### config.mk
export PLATFORM = sky130hd
export DESIGN_NAME = serial_rf_top
export DESIGN_NICKNAME = d
export VERILOG_FILES = /design/src/logic/serial_rf_pkg.sv /design/src/logic/serial_rf_top.sv /design/src/logic/rf_ram.sv /design/src/logic/rf_serializer.sv /design/src/logic/rf_port_map.sv
export VERILOG_INCLUDE_DIRS = /design/src /design/src/include
export SDC_FILE = /design/constraint.sdc
export NUM_CORES = 2
export LEC_CHECK = 0
export ABC_AREA = 1
export BUFFER_PORTS_ARGS = -buffer_cell sky130_fd_sc_hd__buf_2
export CAP_MARGIN = 5
export CORE_ASPECT_RATIO = 1.75
export CORE_MARGIN = 1
export CORE_UTILIZATION = 50
export CTS_BUF_LIST = sky130_fd_sc_hd__clkbuf_8 sky130_fd_sc_hd__clkbuf_16
export DETAILED_ROUTE_END_ITERATION = 8
export HOLD_SLACK_MARGIN = 0.03
export PLACE_DENSITY_LB_ADDON = 0.3
export SETUP_SLACK_MARGIN = 0.15
export SLEW_MARGIN = 20
export SYNTH_ARGS = -nofsm -noshare
export SYNTH_HDL_FRONTEND = slang
export SYNTH_SLANG_ARGS = --single-unit
### constraint.sdc
create_clock -name i_clk -period 15.15 [get_ports i_clk]
set_input_delay 2.2725 -clock i_clk [delete_from_list [all_inputs] [get_ports i_clk]]
set_output_delay 2.2725 -clock i_clk [all_outputs]
set_load 0.05 [all_outputs]
### src/include/serial_rf_config.svh
`ifndef SERIAL_RF_CONFIG_SVH
`define SERIAL_RF_CONFIG_SVH

`default_nettype none

// Operand width, one bit moves per clock
`define RF_XLEN 32

// RAM word width and the RAM words that hold one register
`define RF_WORD_W 2
`define RF_WORDS_PER_REG 16

// Machine CSR slots at the top of the register space
// Register address of a CSR is {4'b1000, index}
`define CSR_MSCRATCH 2'd0
`define CSR_MTVEC 2'd1
`define CSR_MEPC 2'd2
`define CSR_MTVAL 2'd3

`default_nettype wire

`endif
### src/logic/serial_rf_pkg.sv
`default_nettype none

package serial_rf_pkg;

   // Register file address
   // Bit 5 selects the CSR space
   // Low bits hold the integer register number or the CSR index
   //   0xxxxx  integer register x0..x31
   //   1000xx  mscratch, mtvec, mepc, mtval
   typedef logic [5:0] rf_addr_t;

   // Index of one of the four machine CSRs
   typedef logic [1:0] csr_sel_t;

endpackage

`default_nettype wire

### src/logic/serial_rf_top.sv
`timescale 1ns/10ps
`include "serial_rf_config.svh"
`default_nettype none

module serial_rf_top #(
   parameter WITH_CSR = 1
) (
   input  wire                          i_clk,
   input  wire                          i_rst_n,
   // Handshake
   input  wire                          i_req,
   output logic                         o_ack,
   // Trap
   input  wire                          i_trap,
   input  wire                          i_mret,
   input  wire                          i_mepc,
   input  wire                          i_mem_misalign,
   input  wire                          i_bufreg_q,
   input  wire                          i_bad_pc,
   output logic                         o_csr_pc,
   // CSR
   input  wire                          i_csr_en,
   input  wire serial_rf_pkg::csr_sel_t i_csr_addr,
   input  wire                          i_csr,
   output logic                         o_csr,
   // rd write
   input  wire                          i_rd_wen,
   input  wire [4:0]                    i_rd_waddr,
   input  wire                          i_ctrl_rd,
   input  wire                          i_alu_rd,
   input  wire                          i_rd_alu_en,
   input  wire                          i_csr_rd,
   input  wire                          i_rd_csr_en,
   input  wire                          i_mem_rd,
   // Source operands
   input  wire [4:0]                    i_rs1_raddr,
   output logic                         o_rs1,
   input  wire [4:0]                    i_rs2_raddr,
   output logic                         o_rs2
);
   import serial_rf_pkg::*;

   localparam int RAM_AW = $bits(rf_addr_t) + $clog2(`RF_WORDS_PER_REG);

   rf_addr_t              wreg0;
   rf_addr_t              wreg1;
   rf_addr_t              rreg0;
   rf_addr_t              rreg1;
   logic                  wen0;
   logic                  wen1;
   logic                  wdata0;
   logic                  wdata1;
   logic                  rdata0;
   logic                  rdata1;
   logic [RAM_AW-1:0]     ram_raddr;
   logic [RAM_AW-1:0]     ram_waddr;
   logic [`RF_WORD_W-1:0] ram_rdata;
   logic [`RF_WORD_W-1:0] ram_wdata;
   logic                  ram_wen;

   rf_port_map #(
      .WITH_CSR (WITH_CSR)
   ) rf_port_map_inst (
      .i_trap         (i_trap),
      .i_mret         (i_mret),
      .i_mepc         (i_mepc),
      .i_mem_misalign (i_mem_misalign),
      .i_bufreg_q     (i_bufreg_q),
      .i_bad_pc       (i_bad_pc),
      .i_csr_en       (i_csr_en),
      .i_csr_addr     (i_csr_addr),
      .i_csr          (i_csr),
      .i_rd_wen       (i_rd_wen),
      .i_rd_waddr     (i_rd_waddr),
      .i_ctrl_rd      (i_ctrl_rd),
      .i_alu_rd       (i_alu_rd),
      .i_rd_alu_en    (i_rd_alu_en),
      .i_csr_rd       (i_csr_rd),
      .i_rd_csr_en    (i_rd_csr_en),
      .i_mem_rd       (i_mem_rd),
      .i_rs1_raddr    (i_rs1_raddr),
      .i_rs2_raddr    (i_rs2_raddr),
      .i_rdata0       (rdata0),
      .i_rdata1       (rdata1),
      .o_wreg0        (wreg0),
      .o_wreg1        (wreg1),
      .o_rreg0        (rreg0),
      .o_rreg1        (rreg1),
      .o_wen0         (wen0),
      .o_wen1         (wen1),
      .o_wdata0       (wdata0),
      .o_wdata1       (wdata1),
      .o_csr          (o_csr),
      .o_csr_pc       (o_csr_pc),
      .o_rs1          (o_rs1),
      .o_rs2          (o_rs2)
   );

   rf_serializer rf_serializer_inst (
      .i_clk       (i_clk),
      .i_rst_n     (i_rst_n),
      .i_req       (i_req),
      .o_ack       (o_ack),
      .i_wreg0     (wreg0),
      .i_wreg1     (wreg1),
      .i_rreg0     (rreg0),
      .i_rreg1     (rreg1),
      .i_wen0      (wen0),
      .i_wen1      (wen1),
      .i_wdata0    (wdata0),
      .i_wdata1    (wdata1),
      .o_rdata0    (rdata0),
      .o_rdata1    (rdata1),
      .i_ram_rdata (ram_rdata),
      .o_ram_raddr (ram_raddr),
      .o_ram_waddr (ram_waddr),
      .o_ram_wdata (ram_wdata),
      .o_ram_wen   (ram_wen)
   );

   rf_ram rf_ram_inst (
      .i_clk   (i_clk),
      .i_raddr (ram_raddr),
      .i_waddr (ram_waddr),
      .i_wdata (ram_wdata),
      .i_wen   (ram_wen),
      .o_rdata (ram_rdata)
   );

endmodule

`default_nettype wire

### src/logic/rf_ram.sv
`timescale 1ns/10ps
`include "serial_rf_config.svh"
`default_nettype none

module rf_ram (
   input  wire                   i_clk,
   input  wire [$bits(serial_rf_pkg::rf_addr_t)+$clog2(`RF_WORDS_PER_REG)-1:0] i_raddr,
   input  wire [$bits(serial_rf_pkg::rf_addr_t)+$clog2(`RF_WORDS_PER_REG)-1:0] i_waddr,
   input  wire [`RF_WORD_W-1:0]  i_wdata,
   input  wire                   i_wen,
   output logic [`RF_WORD_W-1:0] o_rdata
);
   import serial_rf_pkg::*;

   localparam int IDX_W  = $clog2(`RF_WORDS_PER_REG);
   // 32 integer registers and 4 machine CSRs
   localparam int N_REGS = 36;
   localparam int DEPTH  = N_REGS * `RF_WORDS_PER_REG;

   logic [`RF_WORD_W-1:0] mem [DEPTH];
   rf_addr_t              wreg;

   // Start from zero so x0 and untouched registers read zero
   initial begin
      for (int i = 0; i < DEPTH; i++) begin
         mem[i] = '0;
      end
   end

   always @(posedge i_clk) begin
      if (i_wen) begin
         mem[i_waddr] <= i_wdata;
      end
      o_rdata <= mem[i_raddr];
   end

   assign wreg = i_waddr[$bits(i_waddr)-1:IDX_W];

   // Only x1..x31 and the four CSR slots are ever written
   legal_waddr: assert property (@(posedge i_clk)
      i_wen |-> (wreg != '0) && (!wreg[5] || wreg[4:2] == '0))
      else $error("rf_ram: write to x0 or unused CSR slot %0d", wreg);

endmodule

`default_nettype wire

### src/logic/rf_serializer.sv
`timescale 1ns/10ps
`include "serial_rf_config.svh"
`default_nettype none

module rf_serializer (
   input  wire                          i_clk,
   input  wire                          i_rst_n,
   // Four-phase handshake
   input  wire                          i_req,
   output logic                         o_ack,
   // Port mapper side
   input  wire serial_rf_pkg::rf_addr_t i_wreg0,
   input  wire serial_rf_pkg::rf_addr_t i_wreg1,
   input  wire serial_rf_pkg::rf_addr_t i_rreg0,
   input  wire serial_rf_pkg::rf_addr_t i_rreg1,
   input  wire                          i_wen0,
   input  wire                          i_wen1,
   input  wire                          i_wdata0,
   input  wire                          i_wdata1,
   output logic                         o_rdata0,
   output logic                         o_rdata1,
   // RAM side
   input  wire [`RF_WORD_W-1:0]         i_ram_rdata,
   output logic [$bits(serial_rf_pkg::rf_addr_t)+$clog2(`RF_WORDS_PER_REG)-1:0] o_ram_raddr,
   output logic [$bits(serial_rf_pkg::rf_addr_t)+$clog2(`RF_WORDS_PER_REG)-1:0] o_ram_waddr,
   output logic [`RF_WORD_W-1:0]        o_ram_wdata,
   output logic                         o_ram_wen
);
   import serial_rf_pkg::*;

   localparam int IDX_W = $clog2(`RF_WORDS_PER_REG);
   localparam int CNT_W = $clog2(`RF_XLEN);

   typedef enum logic [2:0] {
      ST_IDLE,
      ST_PREFETCH,
      ST_STREAM,
      ST_DRAIN,
      ST_HOLD
   } state_t;

   state_t                state;
   logic [CNT_W-1:0]      bit_cnt;
   logic                  streaming;
   logic                  odd_bit;
   // Addresses latched at request time
   rf_addr_t              rreg0_q;
   rf_addr_t              rreg1_q;
   rf_addr_t              wreg0_q;
   rf_addr_t              wreg1_q;
   // Read side
   logic                  rsel1;
   logic [IDX_W-1:0]      ridx;
   logic [`RF_WORD_W-1:0] rbuf0;
   logic                  rhold1;
   // Write side
   logic                  wlo0;
   logic                  wlo1;
   logic [`RF_WORD_W-1:0] wword0;
   logic [`RF_WORD_W-1:0] wword1;
   logic                  wen0_q;
   logic                  wen1_q;
   logic [IDX_W-1:0]      widx;
   logic                  wpend0;
   logic                  wpend1;

   assign streaming = (state == ST_STREAM);
   assign odd_bit   = bit_cnt[0];

   always_ff @(posedge i_clk or negedge i_rst_n) begin
      if (!i_rst_n) begin
         state   <= ST_IDLE;
         o_ack   <= 1'b0;
         bit_cnt <= '0;
      end else begin
         case (state)
            ST_IDLE: begin
               if (i_req) begin
                  state <= ST_PREFETCH;
               end
            end
            ST_PREFETCH: begin
               state <= ST_STREAM;
               o_ack <= 1'b1;
            end
            ST_STREAM: begin
               bit_cnt <= bit_cnt + 1'b1;
               if (bit_cnt == CNT_W'(`RF_XLEN - 1)) begin
                  state <= ST_DRAIN;
               end
            end
            ST_DRAIN: begin
               // Two cycles for the last port-0 and port-1 words
               bit_cnt <= bit_cnt + 1'b1;
               if (bit_cnt[0]) begin
                  bit_cnt <= '0;
                  state   <= i_req ? ST_HOLD : ST_IDLE;
                  o_ack   <= i_req;
               end
            end
            ST_HOLD: begin
               if (!i_req) begin
                  state <= ST_IDLE;
                  o_ack <= 1'b0;
               end
            end
            default: state <= ST_IDLE;
         endcase
      end
   end

   // Read words alternate, port 0 on even bits and port 1 on odd bits,
   // always one word ahead of the bits being streamed
   assign rsel1 = (state == ST_PREFETCH) || (streaming && odd_bit);
   assign ridx  = streaming ? bit_cnt[CNT_W-1:1] + IDX_W'(1) : '0;

   always_comb begin
      if (rsel1) begin
         o_ram_raddr = {rreg1_q, ridx};
      end else if (state == ST_IDLE) begin
         o_ram_raddr = {i_rreg0, ridx};
      end else begin
         o_ram_raddr = {rreg0_q, ridx};
      end
   end

   always_ff @(posedge i_clk) begin
      if (state == ST_IDLE && i_req) begin
         rreg0_q <= i_rreg0;
         rreg1_q <= i_rreg1;
         wreg0_q <= i_wreg0;
         wreg1_q <= i_wreg1;
      end
      // Port-0 word lands one cycle early, shift out one bit per cycle
      if (state == ST_PREFETCH || (streaming && odd_bit)) begin
         rbuf0 <= i_ram_rdata;
      end else if (streaming) begin
         rbuf0 <= rbuf0 >> 1;
      end
      if (streaming && !odd_bit) begin
         rhold1 <= i_ram_rdata[1];
         wlo0   <= i_wdata0;
         wlo1   <= i_wdata1;
      end
      if (streaming && odd_bit) begin
         wword0 <= {i_wdata0, wlo0};
         wword1 <= {i_wdata1, wlo1};
         wen0_q <= i_wen0;
         wen1_q <= i_wen1;
         widx   <= bit_cnt[CNT_W-1:1];
      end
   end

   // Port-1 word arrives just in time for its even bit
   assign o_rdata0 = rbuf0[0];
   assign o_rdata1 = odd_bit ? rhold1 : i_ram_rdata[0];

   // Port 0 writes after each odd bit, port 1 the cycle after
   always_ff @(posedge i_clk or negedge i_rst_n) begin
      if (!i_rst_n) begin
         wpend0 <= 1'b0;
         wpend1 <= 1'b0;
      end else begin
         wpend0 <= streaming && odd_bit;
         wpend1 <= wpend0;
      end
   end

   assign o_ram_wen   = (wpend0 & wen0_q) | (wpend1 & wen1_q);
   assign o_ram_waddr = wpend0 ? {wreg0_q, widx} : {wreg1_q, widx};
   assign o_ram_wdata = wpend0 ? wword0 : wword1;

   wen_in_window: assert property (@(posedge i_clk) disable iff (!i_rst_n)
      o_ram_wen |-> (state == ST_STREAM || state == ST_DRAIN))
      else $error("rf_serializer: RAM write outside stream/drain");

   cnt_frozen_idle: assert property (@(posedge i_clk) disable iff (!i_rst_n)
      !o_ack |=> $stable(bit_cnt))
      else $error("rf_serializer: bit counter moved without ack");

endmodule

`default_nettype wire

### src/logic/rf_port_map.sv
`timescale 1ns/10ps
`include "serial_rf_config.svh"
`default_nettype none

module rf_port_map #(
   parameter WITH_CSR = 1
) (
   // Trap side
   input  wire                          i_trap,
   input  wire                          i_mret,
   input  wire                          i_mepc,
   input  wire                          i_mem_misalign,
   input  wire                          i_bufreg_q,
   input  wire                          i_bad_pc,
   // CSR side
   input  wire                          i_csr_en,
   input  wire serial_rf_pkg::csr_sel_t i_csr_addr,
   input  wire                          i_csr,
   // rd write sources
   input  wire                          i_rd_wen,
   input  wire [4:0]                    i_rd_waddr,
   input  wire                          i_ctrl_rd,
   input  wire                          i_alu_rd,
   input  wire                          i_rd_alu_en,
   input  wire                          i_csr_rd,
   input  wire                          i_rd_csr_en,
   input  wire                          i_mem_rd,
   // Source registers
   input  wire [4:0]                    i_rs1_raddr,
   input  wire [4:0]                    i_rs2_raddr,
   // Bits coming back from the serializer
   input  wire                          i_rdata0,
   input  wire                          i_rdata1,
   // Register file ports
   output serial_rf_pkg::rf_addr_t      o_wreg0,
   output serial_rf_pkg::rf_addr_t      o_wreg1,
   output serial_rf_pkg::rf_addr_t      o_rreg0,
   output serial_rf_pkg::rf_addr_t      o_rreg1,
   output logic                         o_wen0,
   output logic                         o_wen1,
   output logic                         o_wdata0,
   output logic                         o_wdata1,
   // Core side read bits
   output logic                         o_csr,
   output logic                         o_csr_pc,
   output logic                         o_rs1,
   output logic                         o_rs2
);
   import serial_rf_pkg::*;

   logic rd_wen;

   function automatic rf_addr_t csr_reg(input csr_sel_t sel);
      return {4'b1000, sel};
   endfunction

   // Never write x0, so it keeps reading zero
   assign rd_wen = i_rd_wen & (|i_rd_waddr);

   // Port 0 always reads rs1
   assign o_rreg0 = {1'b0, i_rs1_raddr};
   assign o_rs1   = i_rdata0;
   assign o_rs2   = i_rdata1;

   generate
      if (WITH_CSR) begin : g_csr
         logic rd_bit;
         logic mtval_bit;

         assign rd_bit = i_ctrl_rd |
                         (i_alu_rd & i_rd_alu_en) |
                         (i_csr_rd & i_rd_csr_en) |
                         i_mem_rd;

         // Faulting address on a misaligned access, else the bad PC
         assign mtval_bit = i_mem_misalign ? i_bufreg_q : i_bad_pc;

         // Port 0 carries rd, or mtval on a trap
         assign o_wreg0  = i_trap ? csr_reg(`CSR_MTVAL) : {1'b0, i_rd_waddr};
         assign o_wdata0 = i_trap ? mtval_bit : rd_bit;
         assign o_wen0   = i_trap | rd_wen;

         // Port 1 carries the CSR write, or mepc on a trap
         assign o_wreg1  = i_trap ? csr_reg(`CSR_MEPC) : csr_reg(i_csr_addr);
         assign o_wdata1 = i_trap ? i_mepc : i_csr;
         assign o_wen1   = i_trap | i_csr_en;

         // Trap vector first, then return address, then CSR, then rs2
         always_comb begin
            if (i_trap) begin
               o_rreg1 = csr_reg(`CSR_MTVEC);
            end else if (i_mret) begin
               o_rreg1 = csr_reg(`CSR_MEPC);
            end else if (i_csr_en) begin
               o_rreg1 = csr_reg(i_csr_addr);
            end else begin
               o_rreg1 = {1'b0, i_rs2_raddr};
            end
         end

         assign o_csr    = i_rdata1 & i_csr_en;
         assign o_csr_pc = i_rdata1;
      end else begin : g_no_csr
         logic rd_bit;

         assign rd_bit = i_ctrl_rd | (i_alu_rd & i_rd_alu_en) | i_mem_rd;

         assign o_wreg0  = {1'b0, i_rd_waddr};
         assign o_wdata0 = rd_bit;
         assign o_wen0   = rd_wen;

         // Second write port unused without CSRs
         assign o_wreg1  = '0;
         assign o_wdata1 = 1'b0;
         assign o_wen1   = 1'b0;

         assign o_rreg1  = {1'b0, i_rs2_raddr};
         assign o_csr    = 1'b0;
         assign o_csr_pc = 1'b0;
      end
   endgenerate

   // A trap and a return from trap exclude each other
   trap_mret_excl: assert final ((i_trap & i_mret) !== 1'b1)
      else $error("rf_port_map: i_trap and i_mret high together");

endmodule

`default_nettype wire

==> results.py <==
metrics = {
    "logic_synthesis": {
        "synth_edf_count": 1186,
        "synth_fp_nets": 5447,
        "syn_area_per_cell_um2": 10.00,
        "ys_seq_area_share_pct": 66.44,
        "async_flop_share_pct": 0.9174,
        "synth_top_flop_cell": "edfxtp_1",
        "synth_area_leaders": "edfxtp_1 66%, nand3_1 8.6%, nand2_1 7.9%",
        "synth_cell_type_count": 40,
        "yosys_warnings": 0,
        "syn-cell-area_mm2": 0.05408,
        "synth_seq_cells": 1199,
        "synth_top_area_share_pct": 65.86,
        "syn_inst": 5408,
        "synth_top_area_cell": "edfxtp_1",
    },
    "run_status": {
        "status": "complete, no violations",
    },
    "grt": {
        "gr-usage-all-layers_pct": 25.07,
        "overflow": 0,
        "antenna_found_initial": 1,
        "grt_pass1_wl_um": 207500,
        "grt_pass1_vias": 36916,
        "grt_max_degree": 257,
    },
    "finish": {
        "diodes": 0,
        "nets": 5319,
        "utilization_pct": 54.41,
        "layout-drive-gt1-share_pct": 5.857,
        "instances_no_fill": 6729,
        "layout_common_cells": "1,186 x edfxtp_1, 1,121 x nand2_1, 927 x nand3_1, 856 x inv_1, 693 x nor2_1",
        "stdcell_area_mm2": 0.05835,
        "final_common_cell": "edfxtp_1",
        "area_growth_pct": 7.897,
    },
    "route": {
        "wl_per_cell_um": 20.33,
        "routed_wl_um": 136800,
        "via_per_inst": 5.600,
        "first_pass_iters": 7,
        "vias": 37681,
        "ant_nets": 0,
        "first_iter_violations": 3331,
        "drc": 0,
    },
    "power": {
        "p_per_area_mw_per_mm2": 168.8,
        "p_sw_w": 0.003617,
        "vdd_drop_max_mv": 0.3248,
        "intPower_w": 0.006230,
        "pwr-share-comb_pct": 32.0,
        "pwr-share-seq_pct": 42.4,
        "p_sw_share_pct": 36.73,
        "pwr-share-clk_pct": 25.6,
        "power_leakage_nw": 22.76,
    },
    "cts": {
        "clock-root-buffer": "clkbuf_16",
        "cts_buffer_depth": 3,
        "cts_inserted_buffers": 98,
        "cts_setup_buffers": 0,
        "cts_tree": "built",
        "path_clk_slew_ns": 0.07,
        "ctsHoldBuffers": 0,
        "clkSinkCount": 1199,
        "clock_latency_ns": 0.71,
        "cts_resized": 0,
        "htreeDepth": 3,
    },
    "sta": {
        "drv_slew": 0,
        "setup_viol": 0,
        "worst_slew_pin_slew_ns": 1.390,
        "slew_headroom_pct": 7.312,
        "rsz0062_at_grt": "false",
        "fin_crit_sh_pct": 34.20,
        "fin_skew_ns": 0.02239,
        "fmax_mhz": 193.0,
        "tns_ns": 0,
        "holdWs_ns": 0.4318,
        "hold_viol_final": 0,
        "period_needed_ns": 5.182,
    },
    "min_path": {
        "hold_path.class": "register to register",
    },
    "job": {
        "max-cap-violations": 0,
    },
    "placed_design": {
        "dp.cells": 6548,
        "placed_cell_area_mm2": 0.05522,
        "dp.final_hpwl_um": 74630,
        "place.gp.congestion": 0.8400,
        "io_buffer_count": 39,
    },
    "setup_path": {
        "crit_path_end_kind": "register",
        "cp_max_fo": 180,
        "crit_type": "register to register",
        "worstPathArrival_ns": 5.84,
        "critPathRequiredTime_ns": 15.81,
        "startpoint_type": "register",
    },
    "floorplanning": {
        "ioPinCount": 40,
        "start_util_pct": 50.43,
        "coreArea_mm2": 0.1072,
        "core.rowCount": 159,
        "dieArea_mm2": 0.1095,
        "die_h_um": 437.1,
        "dieWidth_um": 250.6,
    },
}
[state kept, by name, indices dropped and copies added, names as in the netlist]
signal / cells
rf_ram_inst.mem: 1152
rf_serializer_inst.rreg1_q: 6
rf_serializer_inst.wreg0_q: 6
rf_serializer_inst.bit_cnt: 5
rf_serializer_inst.rreg0_q: 5
rf_serializer_inst.widx: 4
rf_serializer_inst.state: 3
rf_ram_inst.o_rdata: 2
rf_serializer_inst.rbuf0: 2
rf_serializer_inst.wreg1_q: 2
rf_serializer_inst.wword0: 2
rf_serializer_inst.wword1: 2
rf_serializer_inst.o_ack: 1
rf_serializer_inst.rhold1: 1
rf_serializer_inst.wen0_q: 1
rf_serializer_inst.wen1_q: 1
rf_serializer_inst.wlo0: 1
rf_serializer_inst.wlo1: 1
rf_serializer_inst.wpend0: 1
rf_serializer_inst.wpend1: 1
[kinds of logic after synthesis]
kind of cell,share of synthesized area (%)
fa+ha+maj,0.09255
flops,66.44
mux,0.1342
buf+inv,8.637
compound gates,2.453
simple gates,22.21
xor+xnor,0.03240
[area by class of cell]
type	count	area, µm²
clock buffers	101	2527
flip-flops and latches	1199	35930
inverters	844	3177
multi-input cells	3026	13580
fillers	9089	48880
clock inverters	80	593.1
well taps	1368	1712
repair buffers	111	827.0
[cell usage after synthesis (4+ instances only)]
master	number
or2_2	21
o311ai_1	14
nor3_2	4
inv_1	835
nand4_1	15
clkbuf_1	156
mux2i_1	5
o21ai_0	20
o22ai_1	5
ha_1	4
nor3_1	5
buf_2	151
dfrtp_1	11
edfxtp_1	1186
o31ai_1	12
nand3_1	928
nand2_2	4
nand2_1	1136
nor2_1	693
buf_1	24
buf_4	5
inv_2	9
o211ai_1	118
or2_0	17
[power groups by stage]
| stage | combinational (W) | sequential [W] | clock (W) |
|---|---|---|---|
| 3_3_place_gp | 0.00308 | 0.00424 | 0 |
| 6_report | 0.00315 | 0.00418 | 0.00252 |
| 5_1_grt | 0.00341 | 0.00418 | 0.00266 |
| 4_1_cts | 0.00313 | 0.00417 | 0.00254 |
| 2_1_floorplan | 0.00205 | 0.00458 | 0 |
| 3_5_place_dp | 0.00312 | 0.00424 | 0 |
[per-layer routing]
| layer | track usage [%] | wire [µm] | vias to the layer above |
|---|---|---|---|
| met3 | 3.173 | 9450 | 395 |
| met4 | 14.16 | 7780 | 2 |
| met1 | 29.35 | 50300 | 18235 |
| met5 | 0 | 9 | - |
| li1 | - | - | 17512 |
| met2 | 44.32 | 69290 | 1537 |
[path summary, 6_finish.rpt]
path / end / startpoint / slack (ns) / depth (start not counted)
max: rf_ram_inst.o_rdata[1] / rf_serializer_inst.state[2] / 9.97 / 17
min: rf_serializer_inst.wword0[0] / rf_serializer_inst.wlo0 / 0.43 / 0
max reg2reg: rf_ram_inst.o_rdata[1] / rf_serializer_inst.state[2] / 9.97 / 17
min reg2reg: rf_serializer_inst.wword0[0] / rf_serializer_inst.wlo0 / 0.43 / 0
max in group asynchronous: rf_serializer_inst.bit_cnt[1] / i_rst_n / 13.50 / 1
min in group asynchronous: rf_serializer_inst.state[0] / i_rst_n / 1.43 / 1
[stage by stage]
step                      total power (W)  setup WS, ns
after floorplan                  0.006627         6.019
after global placement           0.007323         10.07
after detailed placement         0.007362         10.06
after CTS                        0.009842         10.05
after global routing              0.01025         9.736
final                            0.009847         9.968
[critical path, cell delays in order, from the launching register on]
cell and delay (ns):
dfrtp_1 0.47, inv_2 0.10, nand2_2 0.09, nor2_4 0.08
buf_4 0.73, nand2_8 0.54, inv_8 0.82, buf_12 0.66
nand3_1 0.15, nand3_1 0.11, nand3_1 0.16, nand3_1 0.26
nand3_1 0.13, nand3_1 0.19, nand3_1 0.10, nand3_1 0.10
nand3_1 0.09, nand2_1 0.06
Power figures use the tool's default switching activity.
